`src/source/icache_settings.svh`:
```
`ifndef ICACHE_SETTINGS_SVH
`define ICACHE_SETTINGS_SVH

// Fetch address width, one byte-addressed 32-bit word
`define ICACHE_ADDR_W 32

// Associativity
`define ICACHE_WAYS 4

// Number of sets and the index width that selects one
`define ICACHE_SETS 16
`define ICACHE_IDX_W 4

// Instructions per line
`define ICACHE_LINE_WORDS 4

// Line offset in bytes: 2 word bits plus 2 byte bits
`define ICACHE_OFS_W 4

// Instruction width
`define ICACHE_INSTR_W 32

`endif

```
`src/source/icache_pkg.sv`:
```
`default_nettype none

`include "icache_settings.svh"

package icache_pkg;

  // Control step from the CU to the memory-control decoder
  typedef enum logic [1:0] {
    NoCtrl,
    ReadSet,
    WriteLineAndTag,
    InvalidSet
  } icache_ctrl_e;

  // Tag is whatever is left above index and offset
  typedef logic [`ICACHE_ADDR_W-`ICACHE_IDX_W-`ICACHE_OFS_W-1:0] icache_tag_t;

  // Field view of a fetch address
  typedef struct packed {
    icache_tag_t                tag;
    logic [`ICACHE_IDX_W-1:0]   idx;
    logic [`ICACHE_OFS_W-1:0]   ofs;
  } icache_addr_fields_t;

  // Same word seen raw or split into fields
  typedef union packed {
    logic [`ICACHE_ADDR_W-1:0]  raw;
    icache_addr_fields_t        f;
  } icache_addr_u;

  // Whole line, word 0 in the low bits
  typedef logic [`ICACHE_LINE_WORDS*`ICACHE_INSTR_W-1:0] icache_line_t;

  // One tag/valid entry
  typedef struct packed {
    logic        valid;
    icache_tag_t tag;
  } icache_tv_t;

  // One-hot way select
  typedef logic [`ICACHE_WAYS-1:0] icache_replace_vec_t;

endpackage

`default_nettype wire

```
`src/source/icache_replace.sv`:
```
`default_nettype none

`include "icache_settings.svh"

module icache_replace (
  input  logic                            clk_i,
  input  logic                            rst_n_i,
  input  logic [`ICACHE_WAYS-1:0]         valid_vec_i,
  input  logic                            refill_done_i,
  output icache_pkg::icache_replace_vec_t replace_vec_o
);

  localparam int PTR_W = $clog2(`ICACHE_WAYS);

  logic [PTR_W-1:0] rr_ptr_q;
  logic             found;

  // Lowest invalid way first, round-robin pointer on a full set
  always_comb begin
    replace_vec_o = '0;
    found         = 1'b0;
    for (int w = 0; w < `ICACHE_WAYS; w++) begin
      if (!valid_vec_i[w] && !found) begin
        replace_vec_o[w] = 1'b1;
        found            = 1'b1;
      end
    end
    if (!found) begin
      replace_vec_o[rr_ptr_q] = 1'b1;
    end
  end

  // Moves only when a valid line got evicted
  always_ff @(posedge clk_i) begin
    if (!rst_n_i) begin
      rr_ptr_q <= '0;
    end else if (refill_done_i && (&valid_vec_i)) begin
      rr_ptr_q <= rr_ptr_q + 1'b1;
    end
  end

endmodule

`default_nettype wire

```
`config.mk`:
```
export PLATFORM = sky130hd
export DESIGN_NAME = icache_replace
export DESIGN_NICKNAME = d
export VERILOG_FILES = /design/src/source/icache_pkg.sv /design/src/source/icache_replace.sv
export VERILOG_INCLUDE_DIRS = /design/src /design/src/source
export SDC_FILE = /design/constraint.sdc
export NUM_CORES = 1
export LEC_CHECK = 0
export BUFFER_PORTS_ARGS = -buffer_cell sky130_fd_sc_hd__buf_2
export CORE_AREA = 8 8 45 47
export CTS_CLUSTER_SIZE = 40
export DETAILED_ROUTE_END_ITERATION = 8
export DIE_AREA = 0 0 53 55
export PLACE_DENSITY_LB_ADDON = 0.25
export REMOVE_ABC_BUFFERS = 1
export SETUP_SLACK_MARGIN = 0.1
export SLEW_MARGIN = 25
export SYNTH_ARGS = -nofsm -noshare
export SYNTH_HDL_FRONTEND = slang
export SYNTH_SLANG_ARGS = --single-unit
```
`constraint.sdc`:
```
create_clock -name clk_i -period 1.7 [get_ports clk_i]
set_input_delay 0.34 -clock clk_i [delete_from_list [all_inputs] [get_ports clk_i]]
set_output_delay 0.34 -clock clk_i [all_outputs]
set_load 0.005 [all_outputs]
```
Word-level counts from Yosys, hierarchy flattened
Cells that the tools add are included.

Bits in registers: 2. Output and inout bits: 4.

Add/subtract/negate cells: 1. Order comparisons: 2. Muxes and demuxes: 10. Bitwise logic cells: 1. Reduce and logical (&&, ||, !) cells: 11.

Operators by type and width (count): 1-bit two-way mux (8); 1-bit logical AND (5); 1-bit zero test (5); 4-bit two-way mux (1); 4-bit bitwise OR (1); 4-bit AND reduction (1); 2-bit by 3-bit less-than comparator with 1-bit output (second input constant) (1); 2-bit by 1-bit adder with 2-bit output (second input constant) (1); 1-bit demux with 2-bit select (1); 2-bit by 1-bit greater-or-equal comparator with 1-bit output (second input constant) (1).

Logic depth before layout (Yosys ltp)
Gate-level depths: netlist (run 1).

Depth in word-level cells: 11. Mapped depth: 4.

Worst setup path after synthesis (run 1)
OpenSTA, ideal clock, no wires.

Path kind: register to output. Start: reg rr_ptr_q[1]. End: out replace_vec_o[1]. Arrival time: 774 ps. Slack: 586 ps. Cell stages (with the launch flop): 5. Path buffers: 0. Cells stage by stage: dfxtp_1 > inv_1 > ha_1 > nand3_1 > a21boi_0.

Longest elaborated chain between the ends: 6. Elaborated cells between the ends (all ways): 7. Classes of those cells: order compare (2); mux (3); bitwise (1); reduce/logical (1).

RTL lines: start, declared (line icache_replace.sv:15) `logic [PTR_W-1:0] rr_ptr_q;`; start signal, assigned (line icache_replace.sv:38) `rr_ptr_q <= rr_ptr_q + 1'b1;`; 2-bit by 3-bit less-than comparator with 1-bit output (not written as such) or 2-bit by 1-bit greater-or-equal comparator with 1-bit output (tied branches) (line icache_replace.sv:29) `replace_vec_o[rr_ptr_q] = 1'b1;`; 1-bit logical AND (not written as such) (line icache_replace.sv:29); 1-bit two-way mux (not written as such) (line icache_replace.sv:29); 1-bit demux with 2-bit select * (line icache_replace.sv:29); 4-bit bitwise OR (no line) *; 4-bit two-way mux * (line icache_replace.sv:28) `if (!found) begin`; end, declared (line icache_replace.sv:10) `output icache_pkg::icache_replace_vec_t replace_vec_o`.

Every way passes the cells marked *; elsewhere a longest branch is shown, timed or not.

Final worst setup path (run 1)
Start: reg rr_ptr_q[0]. End: out replace_vec_o[0].

The elaborated chain is that of the path after synthesis.

==> results of run 1 <==
-- layer usage --
metal  vias to the layer above  GRT usage [%]
met1                        84          4.242
li1                        113              -
met3                         0          3.209
met5                         -              0
met4                         0          5.172
met2                        13          5.469
-- worst min-delay path by stage --
stage / start / end / slack (ns) / depth (start not counted)
finish: rst_n_i / rr_ptr_q[0] / 0.40 / 3
global route: rst_n_i / rr_ptr_q[0] / 0.41 / 3
CTS: rst_n_i / rr_ptr_q[0] / 0.39 / 3
detailed placement: rr_ptr_q[1] / rr_ptr_q[1] / 0.51 / 2
global placement: rr_ptr_q[1] / rr_ptr_q[1] / 0.51 / 2
floorplan: rr_ptr_q[1] / rr_ptr_q[1] / 0.47 / 2
-- synthesized netlist by cell type (all sizes together) --
library cell	instances
a21boi	1
a21oi	2
and3	1
dfxtp	2
ha	4
inv	3
mux2i	2
nand2	7
nand3	3
nand4	1
-- where the power goes --
group / internal [mW] / switching (mW) / total (mW) / leakage [nW]
Sequential: 0.0479 / 0.000645 / 0.0485 / 0.0161
Clock: 0.0780 / 0.0277 / 0.106 / 0.0138
Combinational: 0.0122 / 0.0136 / 0.0258 / 0.120
Total: 0.138 / 0.0420 / 0.180 / 0.150
-- cell families after synthesis --
logic type                 count (synthesis)
AOI/OAI and AO/OA                          3
adders and majority gates                  4
buffers and inverters                      3
DFF                                        2
muxes                                      2
and+or+nand+nor                           12
-- layout make-up --
cell class,instances,area (um2)
fillers,163,1094
flip-flops and latches,2,40.04
clock buffers,3,22.52
repair buffers,10,50.05
multi-input cells,21,146.4
well taps,16,20.02
inverters,3,11.26
-- metrics by stage --
stage,cell area [um2],std cells,util (%),hold slack (ns)
6_report,290.3,55,20.98,0.4011
5_1_grt,290.3,55,20.98,0.4087
4_1_cts,290.3,55,20.98,0.3919
3_5_place_dp,267.8,52,19.35,0.5130
3_3_place_gp,267.8,52,19.35,0.5056
2_1_floorplan,197.7,26,-,0.4709
-- worst register-to-register path: cells and delay by family, from the launching register on --
kind | cells | cell delay (ns)
flip-flops | 1 | 0.38
adder cells (fa/ha/maj) | 1 | 0.30
buffers and inverters | 1 | 0.10
AND/OR/NAND/NOR | 1 | 0.06
multiplexers | 1 | 0.06
==> results.sh, run 1 <==
export IMPL_outcome="finished, final reports clean"
export IMPL_leakage_nw=0.1498
export IMPL_slew_violations=0
export IMPL_crit_path_top_delay_cell="dfxtp_1"
export IMPL_worstPathRequired_ns=1.36
export IMPL_max_stage_delay_ns=0.38
export IMPL_ys_ff_latch=2
export IMPL_period_share_pct=88.07
export IMPL_hpwl_um=419.2
export IMPL_post_cts_buffers=0
export IMPL_start_kind="flip-flop"
export IMPL_timing_rr_end="rr_ptr_q[1]"
export IMPL_diodes=0
export IMPL_ys_warn_count=0
export IMPL_crit_type="reg -> out"
export IMPL_core_um2=1384
export IMPL_power_density_nw_per_um2=620.0
export IMPL_min_path_type="in -> reg"
export IMPL_antenna_found_initial=0
export IMPL_gr_total_overflow=0
export IMPL_finalSetupViolCount=0
export IMPL_cts_sinks=2
export IMPL_crit_cells=5
export IMPL_top_layer="met3"
export IMPL_drt_iter0_markers=5
export IMPL_ys_types=11
export IMPL_synth_simple_area_share_pct=29.75
export IMPL_design_power_total_uw=180.0
export IMPL_synthMuxAreaShare_pct=10.13
export IMPL_yosysTopAreaCellShare_pct=25.32
export IMPL_met2_length_um=208
export IMPL_cts_hold_buf=0
export IMPL_cts_root_buffer="clkbuf_4"
export IMPL_die_h_um=55
export IMPL_synth_largest_area_cell="ha_1"
export IMPL_regMostFlops="rr_ptr_q"
export IMPL_initial_core_util_pct=14.29
export IMPL_vias=210
export IMPL_wl_um=537
export IMPL_finalSetupTns_ns=0
export IMPL_clock_latency_ns=0.22
export IMPL_synth_adder_area_share_pct=25.32
export IMPL_cp_num_buf_inv=2
export IMPL_rsz0062_at_grt="false"
export IMPL_final_common_cell="buf_2"
export IMPL_ys_top_cells_by_area="ha_1 (25%), dfxtp_1 (20%), nand2_1 (13%)"
export IMPL_grt_use_total_pct=4.367
export IMPL_grt_pass1_vias=216
export IMPL_hold_violations=0
export IMPL_cp_data_arrival_time_ns=1.16
export IMPL_critical_path_cell_chain="inv_1 -> ha_1 -> nand4_1 -> nand2_1 -> buf_2"
export IMPL_worstSetupEndpointType="output pin"
export IMPL_viasPerCell=3.818
export IMPL_setup_ws_ns=0.2028
export IMPL_portBuffers=10
export IMPL_reg2reg_from="rr_ptr_q[0]"
export IMPL_grt_pass1_wl_um=855
export IMPL_h_tree_depth=1
export IMPL_synth_compound_gate_area_share_pct=8.861
export IMPL_numCtsBuffers=3
export IMPL_post_place_ws_ns=0.4198
export IMPL_relSlewSlack_pct=91.72
export IMPL_drive_above_1_share_pct=35.90
export IMPL_m1WireLength_um=249
export IMPL_nNetsFinal=52
export IMPL_clk_path_buf_depth=2
export IMPL_drc=0
export IMPL_cts_clk_slew_worst_paths_ns=0.03
export IMPL_syn_inst=26
export IMPL_crit_fanout=4
export IMPL_rr_worst_depth=4
export IMPL_dr_wl_met3_um=79
export IMPL_wire_per_inst_um=9.764
export IMPL_die_area_um2=2915
export IMPL_skew_ns=0.002990
export IMPL_worstSetupEndpoint="replace_vec_o[0]"
export IMPL_place_gp_congestion=0.6821
export IMPL_rows=14
export IMPL_ir_drop_v=0.0002609
export IMPL_cts_tree="done"
export IMPL_synth_area_um2=197.7
export IMPL_dr_pass1_iters=4
export IMPL_top_regs="rr_ptr_q x2"
export IMPL_rrSetupSlack_ns=0.70
export IMPL_synth_xor_xnor_area_share_pct=0
export IMPL_max_cap_viol_count=0
export IMPL_ys_seq_area_share_pct=20.25
export IMPL_fp_dieW_um=53
export IMPL_area_growth_pct=46.83
export IMPL_final_cell_mix="buf_2 (10), nand2_1 (7), ha_1 (4)"
export IMPL_boundaryPins=11
export IMPL_period_minus_slack_ns=1.497
export IMPL_syn_avg_cell_area_um2=7.603
export IMPL_synth_top_family_by_area="simple AND/OR/NAND/NOR gates"
export IMPL_grt_start_max_net_pins=6
export IMPL_tightest_slew_ns=0.1208
export IMPL_cts_resized=0
export IMPL_largest_reg_flops=2
export IMPL_cp_top_family="flip-flops"
export IMPL_max_freq_mhz=667.9
export IMPL_ant_nets=0
export IMPL_crit_start="rr_ptr_q[0]"
Power figures use the tool's default switching activity.
==> inputs of run 2 (changes only) <==
--- a/config.mk
+++ b/config.mk
@@ -14,6 +14,7 @@
 export PLACE_DENSITY_LB_ADDON = 0.25
 export REMOVE_ABC_BUFFERS = 1
 export SETUP_SLACK_MARGIN = 0.1
+export SKIP_CTS_REPAIR_TIMING = 1
 export SLEW_MARGIN = 25
 export SYNTH_ARGS = -nofsm -noshare
 export SYNTH_HDL_FRONTEND = slang
==> constraint.sdc (replaced) <==
create_clock -name clk_i -period 1.7 [get_ports clk_i]
set_input_delay 0.17 -clock clk_i [delete_from_list [all_inputs] [get_ports clk_i]]
set_output_delay 0.17 -clock clk_i [all_outputs]
set_load 0.005 [all_outputs]
==> run 2 against run 1 <==
Utilization unchanged. Cell count unchanged. Non-clock buffer count did not move. Register-to-register slack barely moved. Sequential power about the same. Via count increased by 2.4%. Power shrank 1.4%. Combinational power about the same. Critical path type unchanged.
==> results.sh, run 2 (synthesis gave the netlist of run 1 again) <==
export IMPL_place_inst=52
export IMPL_largest_reg_flops=2
export IMPL_crit_fanout=4
export IMPL_final_cell_mix="buf_2 (10), nand2_1 (7), ha_1 (4)"
export IMPL_grt_start_max_net_pins=6
export IMPL_outcome="finished, final reports clean"
export IMPL_rr_worst_depth=4
export IMPL_numCtsBuffers=3
export IMPL_h_tree_depth=1
export IMPL_wire_per_inst_um=9.364
export IMPL_hold_violations=0
export IMPL_leakage_nw=0.1498
export IMPL_rows=14
export IMPL_antenna_found_initial=0
export IMPL_hpwl_um=417.9
export IMPL_regMostFlops="rr_ptr_q"
export IMPL_cts_tree="done"
export IMPL_critical_path_cell_chain="inv_1 -> ha_1 -> nand4_1 -> nand2_1 -> buf_2"
export IMPL_clk_path_buf_depth=2
export IMPL_final_common_cell="buf_2"
export IMPL_p_int_uw=137.8
export IMPL_reg2reg_from="rr_ptr_q[0]"
export IMPL_slew_violations=0
export IMPL_wl_um=515
export IMPL_crit_type="reg -> out"
export IMPL_cp_top_family="flip-flops"
export IMPL_ant_nets=0
export IMPL_crit_path_top_delay_cell="dfxtp_1"
export IMPL_initial_core_util_pct=14.29
export IMPL_cts_clk_slew_worst_paths_ns=0.03
export IMPL_power_density_nw_per_um2=611.2
export IMPL_skew_ns=0.005523
export IMPL_grt_pass1_wl_um=731
export IMPL_die_h_um=55
export IMPL_min_from="rst_n_i"
export IMPL_drc=0
export IMPL_gr_total_overflow=0
export IMPL_period_share_pct=77.65
export IMPL_ir_drop_v=0.0002704
export IMPL_die_area_um2=2915
export IMPL_portBuffers=10
export IMPL_finalSetupTns_ns=0
export IMPL_grt_use_total_pct=3.546
export IMPL_cts_root_buffer="clkbuf_4"
export IMPL_max_cap_viol_count=0
export IMPL_clock_latency_ns=0.22
export IMPL_rrSetupSlack_ns=0.70
export IMPL_area_growth_pct=46.83
export IMPL_min_path_type="in -> reg"
export IMPL_fp_dieW_um=53
export IMPL_boundaryPins=11
export IMPL_dr_pass1_iters=2
export IMPL_max_freq_mhz=757.6
export IMPL_fillCellCount=164
export IMPL_pwr_share_seq_pct=27.3
export IMPL_place_gp_congestion=0.6753
export IMPL_holdPathEnd="rr_ptr_q[0]"
export IMPL_cp_data_arrival_time_ns=1.15
export IMPL_tightest_slew_ns=0.1134
export IMPL_viasPerCell=3.909
export IMPL_timing_hold_worst_path_depth=3
export IMPL_nNetsFinal=52
export IMPL_fin_cells=55
export IMPL_comb_power_share_pct=14.5
export IMPL_clkPwrFrac_pct=58.1
export IMPL_max_stage_delay_ns=0.37
export IMPL_cts_sinks=2
export IMPL_diodes=0
export IMPL_drive_above_1_share_pct=35.90
export IMPL_grt_pass1_vias=179
export IMPL_worstSetupEndpointType="output pin"
export IMPL_timing_rr_end="rr_ptr_q[1]"
export IMPL_switchingPower_uw=39.64
export IMPL_relSlewSlack_pct=92.22
export IMPL_worstPathRequired_ns=1.53
export IMPL_drt_iter0_markers=1
export IMPL_vias=215
export IMPL_start_kind="flip-flop"
export IMPL_finalSetupViolCount=0
export IMPL_top_regs="rr_ptr_q x2"
export IMPL_cp_num_buf_inv=2
export IMPL_period_minus_slack_ns=1.320
export IMPL_rsz0062_at_grt="false"
export IMPL_switching_share_pct=22.34
export IMPL_core_um2=1384
run 2: cell counts in the layout (fill, tap and decap cells not counted):
No cell type changed its count.
run 2: per-stage QoR:
| stage | hold WS [ns] | setup WS, ns | power, mW | cell area [um2] | utilization, % |
|---|---|---|---|---|---|
| 6_report | 0.2359 | 0.3800 | 0.1774 | 290.3 | 20.98 |
| 5_1_grt | 0.2327 | 0.2922 | 0.1936 | 290.3 | 20.98 |
| 4_1_cts | 0.2264 | 0.3516 | 0.1862 | 290.3 | 20.98 |
| 3_5_place_dp | 0.4699 | 0.5897 | 0.07536 | 267.8 | 19.35 |
| 3_3_place_gp | 0.4696 | 0.5951 | 0.07561 | 267.8 | 19.35 |
| 2_1_floorplan | 0.3155 | 0.7556 | 0.05757 | 197.7 | - |
run 2: worst max path at each step:
| stage | start | to | slack [ns] | cells past startpoint |
|---|---|---|---|---|
| global placement | rr_ptr_q[1] | replace_vec_o[1] | 0.60 | 5 |
| floorplan | rr_ptr_q[1] | replace_vec_o[1] | 0.76 | 4 |
| finish | rr_ptr_q[0] | replace_vec_o[0] | 0.38 | 5 |
| detailed placement | rr_ptr_q[1] | replace_vec_o[1] | 0.59 | 5 |
| CTS | rr_ptr_q[1] | replace_vec_o[1] | 0.35 | 5 |
| global route | rr_ptr_q[0] | replace_vec_o[0] | 0.29 | 5 |
run 2: tightest hold or removal path: stages:
cell and delay, ns:
buf_2 0.12, nand2_1 0.06, mux2i_1 0.06
run 2: final cells by class:
| cell class | count | area (um2) | share of cell area [%] |
|---|---|---|---|
| Multi-Input combinational cell | 21 | 146.4 | 50.43 |
| Timing Repair Buffer | 10 | 50.05 | 17.24 |
| Sequential cell | 2 | 40.04 | 13.79 |
| Clock buffer | 3 | 22.52 | 7.759 |
| Tap cell | 16 | 20.02 | 6.897 |
| Inverter | 3 | 11.26 | 3.879 |
run 2: per-layer routing:
layer	wire length (um)	GRT usage (%)	vias to the layer above
met1	237	4.236	89
met2	191	4.102	11
met5	0	0	-
met4	0	2.586	0
li1	-	-	115
met3	86	2.674	0
run 2: power by group through the flow:
stage | Sequential (mW) | Clock [mW] | Combinational, mW
finish | 0.0485 | 0.103 | 0.0258
global route | 0.0486 | 0.116 | 0.0286
CTS | 0.0485 | 0.111 | 0.0264
detailed placement | 0.0491 | 0 | 0.0262
global placement | 0.0490 | 0 | 0.0266
floorplan | 0.0489 | 0 | 0.00863
==> inputs of run 3 (changes only) <==
==> constraint.sdc (replaced) <==
create_clock -name clk_i -period 1.2 [get_ports clk_i]
set_input_delay 0.12 -clock clk_i [delete_from_list [all_inputs] [get_ports clk_i]]
set_output_delay 0.12 -clock clk_i [all_outputs]
set_load 0.005 [all_outputs]
==> run 3 against run 2 <==
Power is 42% higher. Sequential share of layout area up 0.96 points. Critical path depth did not move. Global-route usage increased by 0.44 points. Via count up 0.93%. Utilization rose by 1.1 points. Final area grew 5.2%. Highest routed layer unchanged.
==> results.sh, run 3 (synthesis gave the netlist of run 1 again) <==
export IMPL_outcome="finished, final reports clean"
export IMPL_rrSetupSlack_ns=0.28
export IMPL_grt_pass1_wl_um=814
export IMPL_design_power_total_uw=252.2
export IMPL_drive_above_1_share_pct=47.50
export IMPL_final_cell_mix="buf_2 (10), nand2_1 (7), ha_1 (4)"
export IMPL_grt_start_max_net_pins=6
export IMPL_fin_area_um2=305.3
export IMPL_gr_total_overflow=0
export IMPL_timing_rr_end="rr_ptr_q[1]"
export IMPL_vias=217
export IMPL_top_regs="rr_ptr_q x2"
export IMPL_area_growth_pct=54.43
export IMPL_initial_core_util_pct=14.29
export IMPL_drt_iter0_markers=2
export IMPL_place_gp_congestion=0.7100
export IMPL_fp_dieW_um=53
export IMPL_worstSetupEndpointType="output pin"
export IMPL_h_tree_depth=1
export IMPL_start_kind="flip-flop"
export IMPL_core_um2=1384
export IMPL_boundaryPins=11
export IMPL_drc=0
export IMPL_hold_violations=0
export IMPL_dr_pass1_iters=2
export IMPL_clk_path_buf_depth=2
export IMPL_largest_reg_flops=2
export IMPL_skew_ns=0.003631
export IMPL_die_area_um2=2915
export IMPL_utilization_pct=22.06
export IMPL_min_from="rst_n_i"
export IMPL_cp_data_arrival_time_ns=1.05
export IMPL_cts_root_buffer="clkbuf_4"
export IMPL_max_freq_mhz=855.3
export IMPL_wl_um=545
export IMPL_final_common_cell="buf_2"
export IMPL_power_density_nw_per_um2=826.0
export IMPL_rsz0062_at_grt="true"
export IMPL_cts_tree="done"
export IMPL_ant_nets=0
export IMPL_ir_drop_v=0.0002601
export IMPL_max_cap_viol_count=0
export IMPL_rows=14
export IMPL_rr_worst_depth=4
export IMPL_slew_violations=0
export IMPL_cts_clk_slew_worst_paths_ns=0.03
export IMPL_finalSetupViolCount=0
export IMPL_cts_sinks=2
export IMPL_worstPathRequired_ns=1.08
export IMPL_portBuffers=10
export IMPL_tightest_slew_ns=0.1179
export IMPL_leakage_nw=0.1573
export IMPL_min_path_type="in -> reg"
export IMPL_nNetsFinal=53
export IMPL_clock_latency_ns=0.22
export IMPL_die_h_um=55
export IMPL_period_share_pct=97.43
export IMPL_wire_per_inst_um=9.732
export IMPL_crit_type="reg -> out"
export IMPL_regMostFlops="rr_ptr_q"
export IMPL_placed_area_um2=267.8
export IMPL_relSlewSlack_pct=91.92
export IMPL_numCtsBuffers=3
export IMPL_crit_fanout=4
export IMPL_crit_start="rr_ptr_q[0]"
export IMPL_reg2reg_from="rr_ptr_q[0]"
export IMPL_period_minus_slack_ns=1.169
export IMPL_grt_use_total_pct=3.983
export IMPL_diodes=0
export IMPL_viasPerCell=3.875
export IMPL_finalSetupTns_ns=0
export IMPL_worstSetupEndpoint="replace_vec_o[2]"
export IMPL_grt_pass1_vias=208
export IMPL_hold_ws_ns=0.1707
export IMPL_antenna_found_initial=0
[run 3: changes by cell type in the layout (fill, tap and decap cells not counted)]
cell / delta
inv_4: +1
buf_4: +1
dfxtp_1: -2
dfxtp_2: +1
a21boi_0: -1
inv_1: -2
dfxtp_4: +1
inv_2: +1
a21boi_1: +1
[run 3: report_power, final]
group / total [mW] / switching (mW) / internal [mW]
Combinational: 0.0386 / 0.0200 / 0.0186
Sequential: 0.0675 / 0.00137 / 0.0661
Clock: 0.146 / 0.0359 / 0.110
Total: 0.252 / 0.0573 / 0.195
[run 3: cell type report]
class / instances / area [um2]
Clock buffer: 3 / 22.52
Fill cell: 165 / 1079
Inverter: 3 / 13.76
Multi-Input combinational cell: 21 / 146.4
Sequential cell: 2 / 45.04
Tap cell: 16 / 20.02
Timing Repair Buffer: 11 / 57.56
[run 3: worst min-delay path by stage]
stage	depth (start not counted)	to	slack, ns
finish	3	rr_ptr_q[0]	0.17
global placement	3	rr_ptr_q[1]	0.42
global route	3	rr_ptr_q[1]	0.18
CTS	3	rr_ptr_q[0]	0.18
floorplan	2	rr_ptr_q[1]	0.27
detailed placement	3	rr_ptr_q[0]	0.41
[run 3: critical path, cell delays in order, from the launching register on]
cell	delay, ns
dfxtp_4	0.35
inv_4	0.06
ha_1	0.13
nand2_1	0.05
a21oi_1	0.11
buf_2	0.12
[run 3: through the flow]
stage / instances / setup WS, ns
detailed placement: 52 / 0.1469
global route: 56 / -0.03840
finish: 56 / 0.03083
CTS: 55 / -0.09422
global placement: 52 / 0.1430
floorplan: 26 / 0.2830
[run 3: per-layer routing]
metal  up-vias  routed length (um)  track usage [%]
li1        116                   -                -
met3         0                  85            2.139
met2         9                 199            4.883
met5         -                   0                0
met1        92                 260            4.236
met4         0                   0            5.172
