File: src/source/icache_settings.svh
`ifndef ICACHE_SETTINGS_SVH
`define ICACHE_SETTINGS_SVH

// Fetch address width, one byte-addressed 32-bit word
`define ICACHE_ADDR_W 32

// Associativity
`define ICACHE_WAYS 4

// Number of sets and the index width that selects one
`define ICACHE_SETS 16
`define ICACHE_IDX_W 4

// Instructions per line
`define ICACHE_LINE_WORDS 4

// Line offset in bytes: 2 word bits plus 2 byte bits
`define ICACHE_OFS_W 4

// Instruction width
`define ICACHE_INSTR_W 32

`endif

File: src/source/icache_pkg.sv
`default_nettype none

`include "icache_settings.svh"

package icache_pkg;

  // Control step from the CU to the memory-control decoder
  typedef enum logic [1:0] {
    NoCtrl,
    ReadSet,
    WriteLineAndTag,
    InvalidSet
  } icache_ctrl_e;

  // Tag is whatever is left above index and offset
  typedef logic [`ICACHE_ADDR_W-`ICACHE_IDX_W-`ICACHE_OFS_W-1:0] icache_tag_t;

  // Field view of a fetch address
  typedef struct packed {
    icache_tag_t                tag;
    logic [`ICACHE_IDX_W-1:0]   idx;
    logic [`ICACHE_OFS_W-1:0]   ofs;
  } icache_addr_fields_t;

  // Same word seen raw or split into fields
  typedef union packed {
    logic [`ICACHE_ADDR_W-1:0]  raw;
    icache_addr_fields_t        f;
  } icache_addr_u;

  // Whole line, word 0 in the low bits
  typedef logic [`ICACHE_LINE_WORDS*`ICACHE_INSTR_W-1:0] icache_line_t;

  // One tag/valid entry
  typedef struct packed {
    logic        valid;
    icache_tag_t tag;
  } icache_tv_t;

  // One-hot way select
  typedef logic [`ICACHE_WAYS-1:0] icache_replace_vec_t;

endpackage

`default_nettype wire

File: src/source/icache_cu.sv
`default_nettype none

`include "icache_settings.svh"

module icache_cu (
  input  logic                       clk_i,
  input  logic                       rst_n_i,
  input  logic                       fetch_req_i,
  input  icache_pkg::icache_addr_u   fetch_addr_i,
  input  logic                       cache_en_i,
  input  logic                       flush_start_i,
  input  logic                       hit_i,
  input  logic                       refill_valid_i,
  output icache_pkg::icache_ctrl_e   cond_ctrl_o,
  output logic                       mem_ctrl_en_o,
  output logic [`ICACHE_IDX_W-1:0]   set_idx_o,
  output logic                       refill_req_o,
  output logic [`ICACHE_ADDR_W-1:0]  refill_addr_o,
  output logic                       fetch_valid_o,
  output logic                       use_refill_o,
  output logic                       flush_done_o
);

  // WaitRefill serves a disabled cache, Write a miss being filled
  typedef enum logic [2:0] {
    Idle,
    Compare,
    WaitRefill,
    Write,
    Flush
  } cu_state_e;

  cu_state_e                state_q;
  cu_state_e                state_d;
  logic [`ICACHE_IDX_W-1:0] sweep_q;
  logic                     flush_pend_q;
  icache_pkg::icache_addr_u line_addr;

  // Next level always gets the line-aligned form of the held address
  always_comb begin
    line_addr       = fetch_addr_i;
    line_addr.f.ofs = '0;
    refill_addr_o   = line_addr.raw;
  end

  // Sweep counter owns the index during a flush
  assign set_idx_o    = (state_q == Flush) ? sweep_q : fetch_addr_i.f.idx;
  assign use_refill_o = (state_q == WaitRefill) || (state_q == Write);
  assign flush_done_o = (state_q == Flush) && (sweep_q == `ICACHE_IDX_W'(`ICACHE_SETS - 1));

  always_comb begin
    state_d       = state_q;
    cond_ctrl_o   = icache_pkg::NoCtrl;
    mem_ctrl_en_o = 1'b0;
    refill_req_o  = 1'b0;
    fetch_valid_o = 1'b0;
    case (state_q)
      Idle: begin
        // A pending flush goes before any fetch
        if (flush_pend_q || flush_start_i) begin
          state_d = Flush;
        end else if (fetch_req_i && cache_en_i) begin
          cond_ctrl_o   = icache_pkg::ReadSet;
          mem_ctrl_en_o = 1'b1;
          state_d       = Compare;
        end else if (fetch_req_i) begin
          refill_req_o = 1'b1;
          state_d      = WaitRefill;
        end
      end
      Compare: begin
        if (hit_i) begin
          fetch_valid_o = 1'b1;
          state_d       = Idle;
        end else begin
          // Keep the set open so the victim is picked from a fresh read
          cond_ctrl_o   = icache_pkg::ReadSet;
          mem_ctrl_en_o = 1'b1;
          refill_req_o  = 1'b1;
          state_d       = Write;
        end
      end
      WaitRefill: begin
        if (refill_valid_i) begin
          fetch_valid_o = 1'b1;
          state_d       = Idle;
        end
      end
      Write: begin
        mem_ctrl_en_o = 1'b1;
        if (refill_valid_i) begin
          // Fill the victim and hand the word over in the same cycle
          cond_ctrl_o   = icache_pkg::WriteLineAndTag;
          fetch_valid_o = 1'b1;
          state_d       = Idle;
        end else begin
          cond_ctrl_o = icache_pkg::ReadSet;
        end
      end
      Flush: begin
        cond_ctrl_o   = icache_pkg::InvalidSet;
        mem_ctrl_en_o = 1'b1;
        if (flush_done_o) begin
          state_d = Idle;
        end
      end
      default: begin
        state_d = Idle;
      end
    endcase
  end

  always_ff @(posedge clk_i) begin
    if (!rst_n_i) begin
      state_q      <= Idle;
      sweep_q      <= '0;
      flush_pend_q <= 1'b0;
    end else begin
      state_q <= state_d;
      if (state_q == Flush) begin
        sweep_q <= sweep_q + 1'b1;
      end
      // Remember a flush that arrives while a fetch is in flight
      if ((state_q == Idle) && (state_d == Flush)) begin
        flush_pend_q <= 1'b0;
      end else if (flush_start_i) begin
        flush_pend_q <= 1'b1;
      end
    end
  end

endmodule

`default_nettype wire

File: config.mk
export PLATFORM = sky130hd
export DESIGN_NAME = icache_cu
export DESIGN_NICKNAME = d
export VERILOG_FILES = /design/src/source/icache_pkg.sv /design/src/source/icache_cu.sv
export VERILOG_INCLUDE_DIRS = /design/src /design/src/source
export SDC_FILE = /design/constraint.sdc
export NUM_CORES = 1
export LEC_CHECK = 0
export ABC_AREA = 0
export BUFFER_PORTS_ARGS = -buffer_cell sky130_fd_sc_hd__buf_2
export CORE_ASPECT_RATIO = 1.1
export CORE_MARGIN = 10
export CORE_UTILIZATION = 35
export CTS_CLUSTER_DIAMETER = 30
export DETAILED_ROUTE_END_ITERATION = 6
export PLACE_DENSITY = 0.84
export RECOVER_POWER = 100
export SETUP_SLACK_MARGIN = 0.4
export SYNTH_ARGS = -nofsm -noshare
export SYNTH_HDL_FRONTEND = slang
export SYNTH_SLANG_ARGS = --single-unit
File: constraint.sdc
create_clock -name clk_i -period 4.29 [get_ports clk_i]
set_clock_uncertainty 0.2 [all_clocks]
set_input_delay 0.2145 -clock clk_i [delete_from_list [all_inputs] [get_ports clk_i]]
set_output_delay 0.2145 -clock clk_i [all_outputs]
set_load 0.03 [all_outputs]
* After elaboration in Yosys (flattened, before gate mapping)
Cells that the tools add are included. Widths: inputs -> output; s select.
Storage, ports and cells: bits in read-only memories 0, bits in registers 8, input bits 39, memory bits (writable) 0, bits in latches 0, memories 0, output and inout bits 43
Operators by class: eq/ne operators 6, shift operators 0, divide/modulo/power cells 0, bitwise gates (word level) 1, multipliers 0, reductions and logical operators 9, mux-type cells 24, add/subtract/negate cells 1, magnitude comparators 0
Operators with widths (number):
- $mux 3 | 5
- $pmux 3 s4 | 1
- $mux 1 | 11
- $pmux 2 s4 | 1
- $eq 3x2->1 const B | 2
- $eq 3x3->1 const B | 2
- $reduce_or 2->1 | 3
- $add 4x1->4 const B | 1
- $eq 4x4->1 const B | 1
- $mux 2 | 2
- $mux 4 | 1
- $pmux 1 s2 | 2
- $eq 3x1->1 const B | 1
- $logic_and 1x1->1 | 3
- $logic_not 3->1 | 1
- $pmux 1 s3 | 1
- $logic_or 1x1->1 | 2
- $not 1->1 | 1

* Longest topological paths before layout
Gate-level depths: netlist of run 1.
depth in word-level cells 7, gate-level depth with buffers 5, mapped depth without buffers 4

* Least setup slack after synthesis of run 1
No wires, ideal clock.
path kind register to output, from reg state_q[2], to out flush_done_o, data arrival time 1.382 ns, stages on the path, launching flop included 5, required time 3.875 ns, path slack 2.494 ns, cell sequence dfxtp_1 > buf_4 > or3b_1 > buf_2 > nor2_1
Between the ends: longest elaborated chain between the ends 2
RTL lines:
- start, declared | line icache_cu.sv:33 | cu_state_e state_q;
- start signal, assigned | line icache_cu.sv:115 | state_q <= Idle;
- start signal, assigned | line icache_cu.sv:119 | state_q <= state_d;
- $eq 3x3->1 | line icache_cu.sv:49 | assign flush_done_o = (state_q == Flush) && (sweep_q == `ICACHE_IDX_W'(`ICACHE_SETS - 1));
- $logic_and 1x1->1 | line icache_cu.sv:49
- end, declared | line icache_cu.sv:21 | output logic flush_done_o
Every way passes these cells.

* Final worst setup path of run 1
from reg state_q[2], to out set_idx_o[2]
Between the ends: longest elaborated chain between the ends 2
RTL lines:
- $eq 3x3->1 | line icache_cu.sv:47 | assign set_idx_o = (state_q == Flush) ? sweep_q : fetch_addr_i.f.idx;
- $mux 4 | line icache_cu.sv:47
- end, declared | line icache_cu.sv:16 | output logic [`ICACHE_IDX_W-1:0] set_idx_o,
Every way passes these cells.

==> flow_metrics.py, run 1 <==
metrics = {
    "global_routing": {
        "busiest_layer": "met2",
        "met1_usage_pct": 6.38,
        "grt_pass1_vias": 531,
        "grt_max_degree": 13,
        "track_usage_pct": 6.91,
        "grt_use_met2_pct": 10.4,
        "met3_usage_pct": 6.61,
        "antenna_found_initial": 0,
        "grt-ovfl-total": 0,
        "grt_pass1_wl_um": 2360,
    },
    "clock_tree": {
        "clockRootBuffer": "clkbuf_4",
        "postCtsHoldBufs": 0,
        "cts.path.max_buffers": 2,
        "clock-sinks": 8,
        "cts_buffers": 3,
        "cts_resized": 0,
        "cts_tree": "yes",
        "worstSkewPairLatency_ns": 0.26,
        "htreeDepth": 1,
        "post_cts_buffers": 0,
        "clkTransAtPathRegs_ns": 0.05,
    },
    "final_layout": {
        "nNetsFinal": 130,
        "layout_common_cells": "15 x clkbuf_1, 10 x buf_2, 8 x dfxtp_1",
        "final_common_cell": "clkbuf_1",
        "drive_gt1_share_pct": 19.3,
        "diodes": 0,
        "syn_to_final_growth_pct": -11.0,
    },
    "sta": {
        "max_clock_freq_mhz": 436,
        "tns_ns": 0,
        "fin_crit_sh_pct": 53.5,
        "setup_viol": 0,
        "fin_crit_ns": 2.29,
        "rsz0062_at_grt": "false",
        "hold_viol_final": 0,
        "final-max-slew-violation-count": 0,
    },
    "setup_path": {
        "critPathBufInv": 1,
        "crit_path_end_kind": "primary output",
        "path_class": "flip-flop to primary output",
        "rrSetupSlack_ns": 2.47,
        "timing.rr.end": "sweep_q[3]",
        "r2r_start": "state_q[2]",
        "cp-start-kind": "flip-flop",
        "arrival_ns": 1.88,
        "crit_start": "state_q[2]",
        "path_cells": "or3b_1 -> mux2_2 -> clkbuf_1",
        "path_delay_family": "simple AND/OR/NAND/NOR gates",
        "critPathRequiredTime_ns": 3.88,
        "crit_path_max_incr_delay_ns": 0.56,
        "critPathMaxFanout": 12,
        "r2r_cells": 3,
        "crit_cells": 3,
        "slowest_stage": "or3b_1",
        "crit_end": "set_idx_o[2]",
    },
    "detailed_routing": {
        "drc": 0,
        "via_count": 545,
        "wl_per_cell_um": 13.1,
        "first_pass_iters": 3,
        "wl_um": 1520,
        "drt-initial-drc-count": 10,
        "viasPerCell": 4.70,
        "postRouteAntennaNets": 0,
    },
    "power": {
        "p_int_mw": 0.133,
        "leakage_nw": 0.250,
        "ir_worst_vdd_mv": 0.187,
        "power.total_mw": 0.218,
        "power.density_nw_per_um2": 346,
        "combPwrFrac_pct": 33.5,
        "power.share.sequential_pct": 39.4,
        "p_sw_mw": 0.0850,
        "swShare_pct": 39.0,
        "p_clk_share_pct": 27.1,
    },
    "placement": {
        "dp_hpwl_um": 1240,
        "portBuffers": 25,
        "gp_congestion": 0.808,
    },
    "floorplan": {
        "initial_core_util_pct": 36.1,
        "dieArea_sq_um": 4220,
        "floorplan.rows": 17,
        "die_w_um": 62.9,
        "num_io_pins": 82,
        "core_area_sq_um": 1960,
        "die_height_um": 67.1,
    },
    "logic_synthesis": {
        "synthFlopType": "dfxtp_1",
        "synth-warning-count": 0,
        "synth.cell_area_sq_um": 707,
        "syn_inst": 91,
        "synth-seq-cells": 8,
        "synth_cell_types": 22,
        "synth_edf_count": 0,
        "synth_area_per_cell_sq_um": 7.77,
        "ys_seq_area_share_pct": 22.7,
        "async_flop_share_pct": 0,
    },
    "min_path": {
        "min_path_type": "input port to flip-flop",
    },
    "status": {
        "outcome": "completed",
    },
    "flow_run": {
        "drv_cap": 0,
    },
}
[sequential cells by signal, indices dropped and copies added, names as in the netlist]
signal and count:
flush_pend_q 1, state_q 3, sweep_q 4
[metal layers]
metal  vias up  wire length [um]
li1        264                 -
met1       232               637
met2        43               644
met3         6               218
met4         0                21
met5         -                 0
[how the worst min path moves through the flow]
stage               cells past startpoint  slack [ns]                 to              from
global route                            3        0.09         state_q[1]    refill_valid_i
finish                                  3        0.07         state_q[1]    refill_valid_i
CTS                                     3        0.06         state_q[1]    refill_valid_i
global placement                        0        0.23  refill_addr_o[11]  fetch_addr_i[11]
detailed placement                      0        0.23  refill_addr_o[11]  fetch_addr_i[11]
floorplan                               2        0.20         state_q[2]     flush_start_i
[final cells by class]
class	instances	area, sq um
well taps	28	35.0
multi-input cells	50	298
inverters	2	7.51
clock buffers	3	22.5
flip-flops and latches	8	160
repair buffers	25	106
fillers	242	1330
[synthesized netlist by cell type, drive strengths merged (3+ instances only)]
library cell | n | area [sq um]
buf | 34 | 253
dfxtp | 8 | 160
nand2 | 6 | 22.5
o21ai | 6 | 30.0
a21oi | 5 | 25.0
mux2 | 4 | 45.0
nand3 | 4 | 20.0
nor2 | 4 | 15.0
or3 | 3 | 18.8
[power by group through the flow]
stage	logic (mW)	registers, mW	clock network [mW]
after floorplan	0.108	0.0843	0
after global placement	0.0759	0.0870	0
after detailed placement	0.0771	0.0875	0
after CTS	0.0772	0.0858	0.0623
after global routing	0.0810	0.0870	0.0661
final	0.0731	0.0858	0.0590
[kinds of logic (layout without fill, tap and decap cells)]
group	Yosys count	in the layout	share of synthesized area, %
adders and majority gates	1	1	1.77
DFF	8	8	22.7
xor gates and xnor gates	1	1	1.24
other	1	4	0.530
and+or+nand+nor	27	27	20.9
muxes	4	4	6.37
buffers and inverters	36	30	36.8
AOI/OAI and AO/OA	13	13	9.74
[worst register-to-register path: stages (launching register included)]
cell	delay, ns
dfxtp_1	0.45
or3b_1	0.56
or3_1	0.41
a21oi_1	0.13
[per-stage QoR]
stage          utilization, %  setup slack, ns  hold WS (ns)  instance area (sq um)  std cells
6_report                 32.2             2.00        0.0663                    629        116
5_1_grt                  32.2             1.85        0.0925                    629        116
4_1_cts                  33.1             2.08        0.0619                    648        116
3_5_place_dp             32.0             2.36         0.229                    626        113
3_3_place_gp             32.0             2.39         0.229                    626        113
2_1_floorplan               -             2.49         0.202                    718         94
(Power assumes the default switching activity.)
==> inputs of run 2 (changes only) <==
--- a/config.mk
+++ b/config.mk
@@ -10,10 +10,10 @@
 export BUFFER_PORTS_ARGS = -buffer_cell sky130_fd_sc_hd__buf_2
 export CORE_ASPECT_RATIO = 1.1
 export CORE_MARGIN = 10
-export CORE_UTILIZATION = 35
+export CORE_UTILIZATION = 33
 export CTS_CLUSTER_DIAMETER = 30
 export DETAILED_ROUTE_END_ITERATION = 6
-export PLACE_DENSITY = 0.84
+export PLACE_DENSITY = 0.8
 export RECOVER_POWER = 100
 export SETUP_SLACK_MARGIN = 0.4
 export SYNTH_ARGS = -nofsm -noshare
==> constraint.sdc (replaced) <==
create_clock -name clk_i -period 2.32 [get_ports clk_i]
set_clock_uncertainty 0.2 [all_clocks]
set_input_delay 0.116 -clock clk_i [delete_from_list [all_inputs] [get_ports clk_i]]
set_output_delay 0.116 -clock clk_i [all_outputs]
set_load 0.03 [all_outputs]
==> flow_metrics.py, run 2 (synthesis gave the netlist of run 1 again) <==
metrics = {
    "power": {
        "p_sw_mw": 0.165,
        "power.total_mw": 0.428,
        "p_clk_share_pct": 25.7,
        "swShare_pct": 38.6,
        "power.share.sequential_pct": 37.4,
        "leakage_nw": 0.291,
        "combPwrFrac_pct": 36.9,
        "p_int_mw": 0.262,
        "ir_worst_vdd_mv": 0.309,
        "power.density_nw_per_um2": 614,
    },
    "status": {
        "outcome": "finished, violations left",
        "violations": "negative hold slack",
    },
    "sta": {
        "fin_crit_sh_pct": 87.1,
        "hold-worst-slack_ns": -0.0223,
        "final-max-slew-violation-count": 0,
        "tns_ns": 0,
        "max_clock_freq_mhz": 495,
        "rsz0062_at_grt": "true",
        "setup_viol": 0,
        "fin_crit_ns": 2.02,
        "hold_viol_final": 1,
    },
    "detailed_routing": {
        "postRouteAntennaNets": 0,
        "wl_um": 1720,
        "via_count": 583,
        "first_pass_iters": 4,
        "viasPerCell": 4.78,
        "drc": 0,
        "drt-initial-drc-count": 9,
        "wl_per_cell_um": 14.1,
    },
    "setup_path": {
        "critPathRequiredTime_ns": 2.00,
        "crit_path_end_kind": "primary output",
        "path_class": "flip-flop to primary output",
        "path_cells": "or3b_2 -> o21ai_0 -> clkbuf_1",
        "cp-start-kind": "flip-flop",
        "crit_path_max_incr_delay_ns": 0.54,
        "critPathBufInv": 1,
        "path_delay_family": "simple AND/OR/NAND/NOR gates",
        "critPathMaxFanout": 9,
        "slowest_stage": "or3b_2",
        "arrival_ns": 1.70,
    },
    "clock_tree": {
        "cts.path.max_buffers": 2,
        "clockRootBuffer": "clkbuf_4",
        "cts_buffers": 3,
        "cts_tree": "yes",
        "clock-sinks": 8,
        "worstSkewPairLatency_ns": 0.26,
        "clkTransAtPathRegs_ns": 0.05,
        "htreeDepth": 1,
    },
    "final_layout": {
        "multi_input_area_sq_um": 317,
        "syn_to_final_growth_pct": -1.42,
        "layout_common_cells": "14 x buf_2, 12 x clkbuf_1, 6 x nand2_1, 6 x o21ai_0, 6 x dfxtp_1",
        "drive_gt1_share_pct": 28.7,
        "fillerInstances": 228,
        "register_area_sq_um": 163,
        "stdcell_area_sq_um": 697,
        "nNetsFinal": 136,
        "reg.largest.list": "sweep_q x4, state_q x3, flush_pend_q x1",
        "largest_register_ffs": 4,
        "diodes": 0,
        "regMostFlops": "sweep_q",
        "final_common_cell": "buf_2",
    },
    "global_routing": {
        "grt-ovfl-total": 0,
        "track_usage_pct": 6.89,
        "grt_pass1_wl_um": 2470,
        "met3_usage_pct": 5.31,
        "busiest_layer": "met2",
        "grt_max_degree": 13,
        "antenna_found_initial": 0,
        "grt_pass1_vias": 573,
        "grt_use_met2_pct": 11.4,
        "met1_usage_pct": 6.15,
    },
    "placement": {
        "gp_congestion": 0.799,
        "portBuffers": 25,
        "dp_hpwl_um": 1250,
        "place_area_sq_um": 626,
    },
    "floorplan": {
        "core_area_sq_um": 2020,
        "die_w_um": 64.1,
        "dieArea_sq_um": 4400,
        "num_io_pins": 82,
        "floorplan.rows": 17,
        "die_height_um": 68.5,
        "initial_core_util_pct": 35.0,
    },
    "min_path": {
        "min_path_type": "input port to flip-flop",
    },
    "flow_run": {
        "drv_cap": 0,
    },
}
run 2: what timing repair did:
action	4_1_cts	5_1_grt
resized for setup	2	6
hold buffers	4	0
endpoints found under the setup margin	6	6
pin swaps	0	1
cloned	0	1
setup buffers	0	2
hold endpoints to repair	3	0
run 2: per-stage QoR:
step	setup slack, ns	util, %	instances	hold slack (ns)
floorplan	0.622	-	94	0.104
finish	0.300	34.5	122	-0.0223
global placement	0.509	31.0	113	0.0322
global route	0.207	34.5	122	0.0131
detailed placement	0.486	31.0	113	0.0322
CTS	0.403	34.2	120	0.00842
run 2: routing by layer:
metal	share of wire (%)	up-vias
li1	-	277
met1	41	254
met2	42	38
met3	15	14
met4	2.3	0
met5	0	-
run 2: area by class of cell:
| type | instances | share of cell area (%) |
|---|---|---|
| multi-input cells | 51 | 45.4 |
| flip-flops and latches | 8 | 23.3 |
| repair buffers | 30 | 21.9 |
| well taps | 28 | 5.03 |
| clock buffers | 3 | 3.23 |
| inverters | 2 | 1.08 |
run 2: path summary, 6_finish.rpt:
| check | start | endpoint | slack, ns | depth (start not counted) |
|---|---|---|---|---|
| min | hit_i | state_q[1] | -0.02 | 3 |
| max reg2reg | state_q[2] | state_q[2] | 0.37 | 5 |
| min reg2reg | sweep_q[1] | sweep_q[1] | 0.30 | 2 |
| max | state_q[2] | cond_ctrl_o[1] | 0.30 | 3 |
run 2: worst reg2reg max path, stage by stage, from the launching register on:
cell and delay (ns):
dfxtp_1 0.38, clkbuf_4 0.17, nor3_1 0.26, o21ai_0 0.15
dlygate4sd3_1 0.59, a21oi_1 0.13
run 2: power groups by stage:
stage	clock network, mW	registers (mW)	logic, mW
floorplan	0	0.156	0.199
global placement	0	0.161	0.141
detailed placement	0	0.162	0.143
CTS	0.110	0.159	0.153
global route	0.122	0.162	0.171
finish	0.110	0.160	0.158
==> inputs of run 3 (changes only) <==
--- a/config.mk
+++ b/config.mk
@@ -7,13 +7,12 @@
 export NUM_CORES = 1
 export LEC_CHECK = 0
 export ABC_AREA = 0
-export BUFFER_PORTS_ARGS = -buffer_cell sky130_fd_sc_hd__buf_2
-export CORE_ASPECT_RATIO = 1.1
+export CAP_MARGIN = 20
 export CORE_MARGIN = 10
-export CORE_UTILIZATION = 33
+export CORE_UTILIZATION = 50
 export CTS_CLUSTER_DIAMETER = 30
 export DETAILED_ROUTE_END_ITERATION = 6
-export PLACE_DENSITY = 0.8
+export DONT_BUFFER_PORTS = 1
 export RECOVER_POWER = 100
 export SETUP_SLACK_MARGIN = 0.4
 export SYNTH_ARGS = -nofsm -noshare
==> flow_metrics.py, run 3 (synthesis gave the netlist of run 1 again) <==
metrics = {
    "placement": {
        "dp.cells": 78,
        "gp_congestion": 0.773,
        "dp_hpwl_um": 1150,
        "portBuffers": 0,
    },
    "final_layout": {
        "register_area_sq_um": 163,
        "reg.largest.list": "sweep_q x4, state_q x3, flush_pend_q x1",
        "nNetsFinal": 115,
        "fillerInstances": 148,
        "largest_register_ffs": 4,
        "fin_cells": 88,
        "drive_gt1_share_pct": 12.3,
        "regMostFlops": "sweep_q",
        "final_common_cell": "dlygate4sd3_1",
        "multi_input_area_sq_um": 303,
        "layout_common_cells": "7 x dlygate4sd3_1, 6 x nand2_1, 6 x dfxtp_1",
        "diodes": 0,
        "syn_to_final_growth_pct": -14.7,
    },
    "global_routing": {
        "grt_pass1_wl_um": 2250,
        "grt_use_met2_pct": 12.7,
        "grt_max_degree": 13,
        "grt-ovfl-total": 0,
        "antenna_found_initial": 0,
        "met3_usage_pct": 9.07,
        "track_usage_pct": 8.28,
        "met1_usage_pct": 6.73,
        "grt_pass1_vias": 457,
        "busiest_layer": "met2",
    },
    "detailed_routing": {
        "via_count": 502,
        "drt-initial-drc-count": 3,
        "first_pass_iters": 4,
        "wl_per_cell_um": 17.7,
        "postRouteAntennaNets": 0,
        "viasPerCell": 5.70,
        "wl_um": 1560,
        "drc": 0,
    },
    "setup_path": {
        "critPathRequiredTime_ns": 2.00,
        "cp-start-kind": "flip-flop",
        "arrival_ns": 1.74,
        "critPathBufInv": 0,
        "crit_path_max_incr_delay_ns": 0.55,
        "path_cells": "or3b_1 -> mux2_1",
        "path_delay_family": "simple AND/OR/NAND/NOR gates",
        "path_class": "flip-flop to primary output",
        "critPathMaxFanout": 12,
        "crit_path_end_kind": "primary output",
        "slowest_stage": "or3b_1",
    },
    "floorplan": {
        "die_w_um": 57.6,
        "die_height_um": 57.6,
        "num_io_pins": 82,
        "core_area_sq_um": 1320,
        "initial_core_util_pct": 53.7,
        "floorplan.rows": 13,
        "dieArea_sq_um": 3320,
    },
    "sta": {
        "setup_viol": 0,
        "fin_crit_sh_pct": 88.4,
        "fin_crit_ns": 2.05,
        "worst_pin_slew_ns": 0.654,
        "final-max-slew-violation-count": 0,
        "tns_ns": 0,
        "max_clock_freq_mhz": 487,
        "rsz0062_at_grt": "false",
        "relSlewSlack_pct": 56.6,
        "hold_viol_final": 0,
    },
    "clock_tree": {
        "clockRootBuffer": "clkbuf_4",
        "cts_tree": "yes",
        "clock-sinks": 8,
        "cts_buffers": 3,
        "worstSkewPairLatency_ns": 0.26,
        "cts.path.max_buffers": 2,
        "clkTransAtPathRegs_ns": 0.06,
        "htreeDepth": 1,
    },
    "power": {
        "p_clk_share_pct": 27.8,
        "combPwrFrac_pct": 31.2,
        "p_sw_mw": 0.146,
        "p_int_mw": 0.245,
        "leakage_nw": 0.241,
        "power.share.sequential_pct": 41.0,
        "power.density_nw_per_um2": 650,
        "swShare_pct": 37.4,
        "ir_worst_vdd_mv": 0.329,
    },
    "status": {
        "outcome": "completed",
    },
    "flow_run": {
        "drv_cap": 0,
    },
    "min_path": {
        "min_path_type": "input port to flip-flop",
    },
}
-- run 3: power by group through the flow --
stage	Clock, mW	Sequential, mW	Combinational, mW
after global routing	0.119	0.162	0.132
final	0.109	0.161	0.122
after detailed placement	0	0.162	0.112
after CTS	0.112	0.160	0.126
after global placement	0	0.161	0.111
after floorplan	0	0.156	0.199
-- run 3: what timing repair did --
item | in CTS | in global routing
setup endpoints to repair | 6 | 3
pin swaps | 0 | 1
hold endpoints to repair | 8 | 0
hold buffers | 7 | 0
buffers inserted | 0 | 0
gates resized for setup | 3 | 5
cloned | 0 | 0
-- run 3: layout make-up --
type | count | area share [%]
multi-input combinational | 50 | 50.2
sequential | 8 | 27.0
timing repair buffer | 10 | 14.7
clock buffer | 3 | 3.73
tap | 15 | 3.11
inverter | 2 | 1.24
-- run 3: metrics by stage --
| step | hold WS, ns | area, sq um | power (mW) | setup slack (ns) | utilization [%] |
|---|---|---|---|---|---|
| floorplan | 0.104 | 718 | 0.355 | 0.622 | - |
| global placement | 0.0322 | 507 | 0.272 | 0.523 | 38.5 |
| detailed placement | 0.0322 | 507 | 0.274 | 0.478 | 38.5 |
| CTS | 0.0173 | 603 | 0.398 | 0.464 | 45.8 |
| global route | 0.0320 | 603 | 0.413 | 0.203 | 45.8 |
| finish | 0.0148 | 603 | 0.392 | 0.268 | 45.8 |
-- run 3: path summary, 6_finish.rpt --
kind                       start            to  slack (ns)  cells past startpoint
hold reg to reg       sweep_q[1]    sweep_q[1]        0.29                      2
hold / removal    refill_valid_i    state_q[0]        0.01                      3
setup reg to reg      state_q[2]    state_q[1]        0.44                      4
setup / recovery      state_q[2]  set_idx_o[1]        0.27                      2
-- run 3: metal layers --
metal	part of all wire (%)	routed length [um]
met5	0	0
met4	0.71	11
met3	20	316
met2	48	753
met1	30	474
-- run 3: worst reg2reg max path, stage by stage (launching register included) --
cell and delay, ns:
dfxtp_2 0.36, nand2b_1 0.19, or3_1 0.35, a31oi_1 0.17
dlygate4sd3_1 0.56
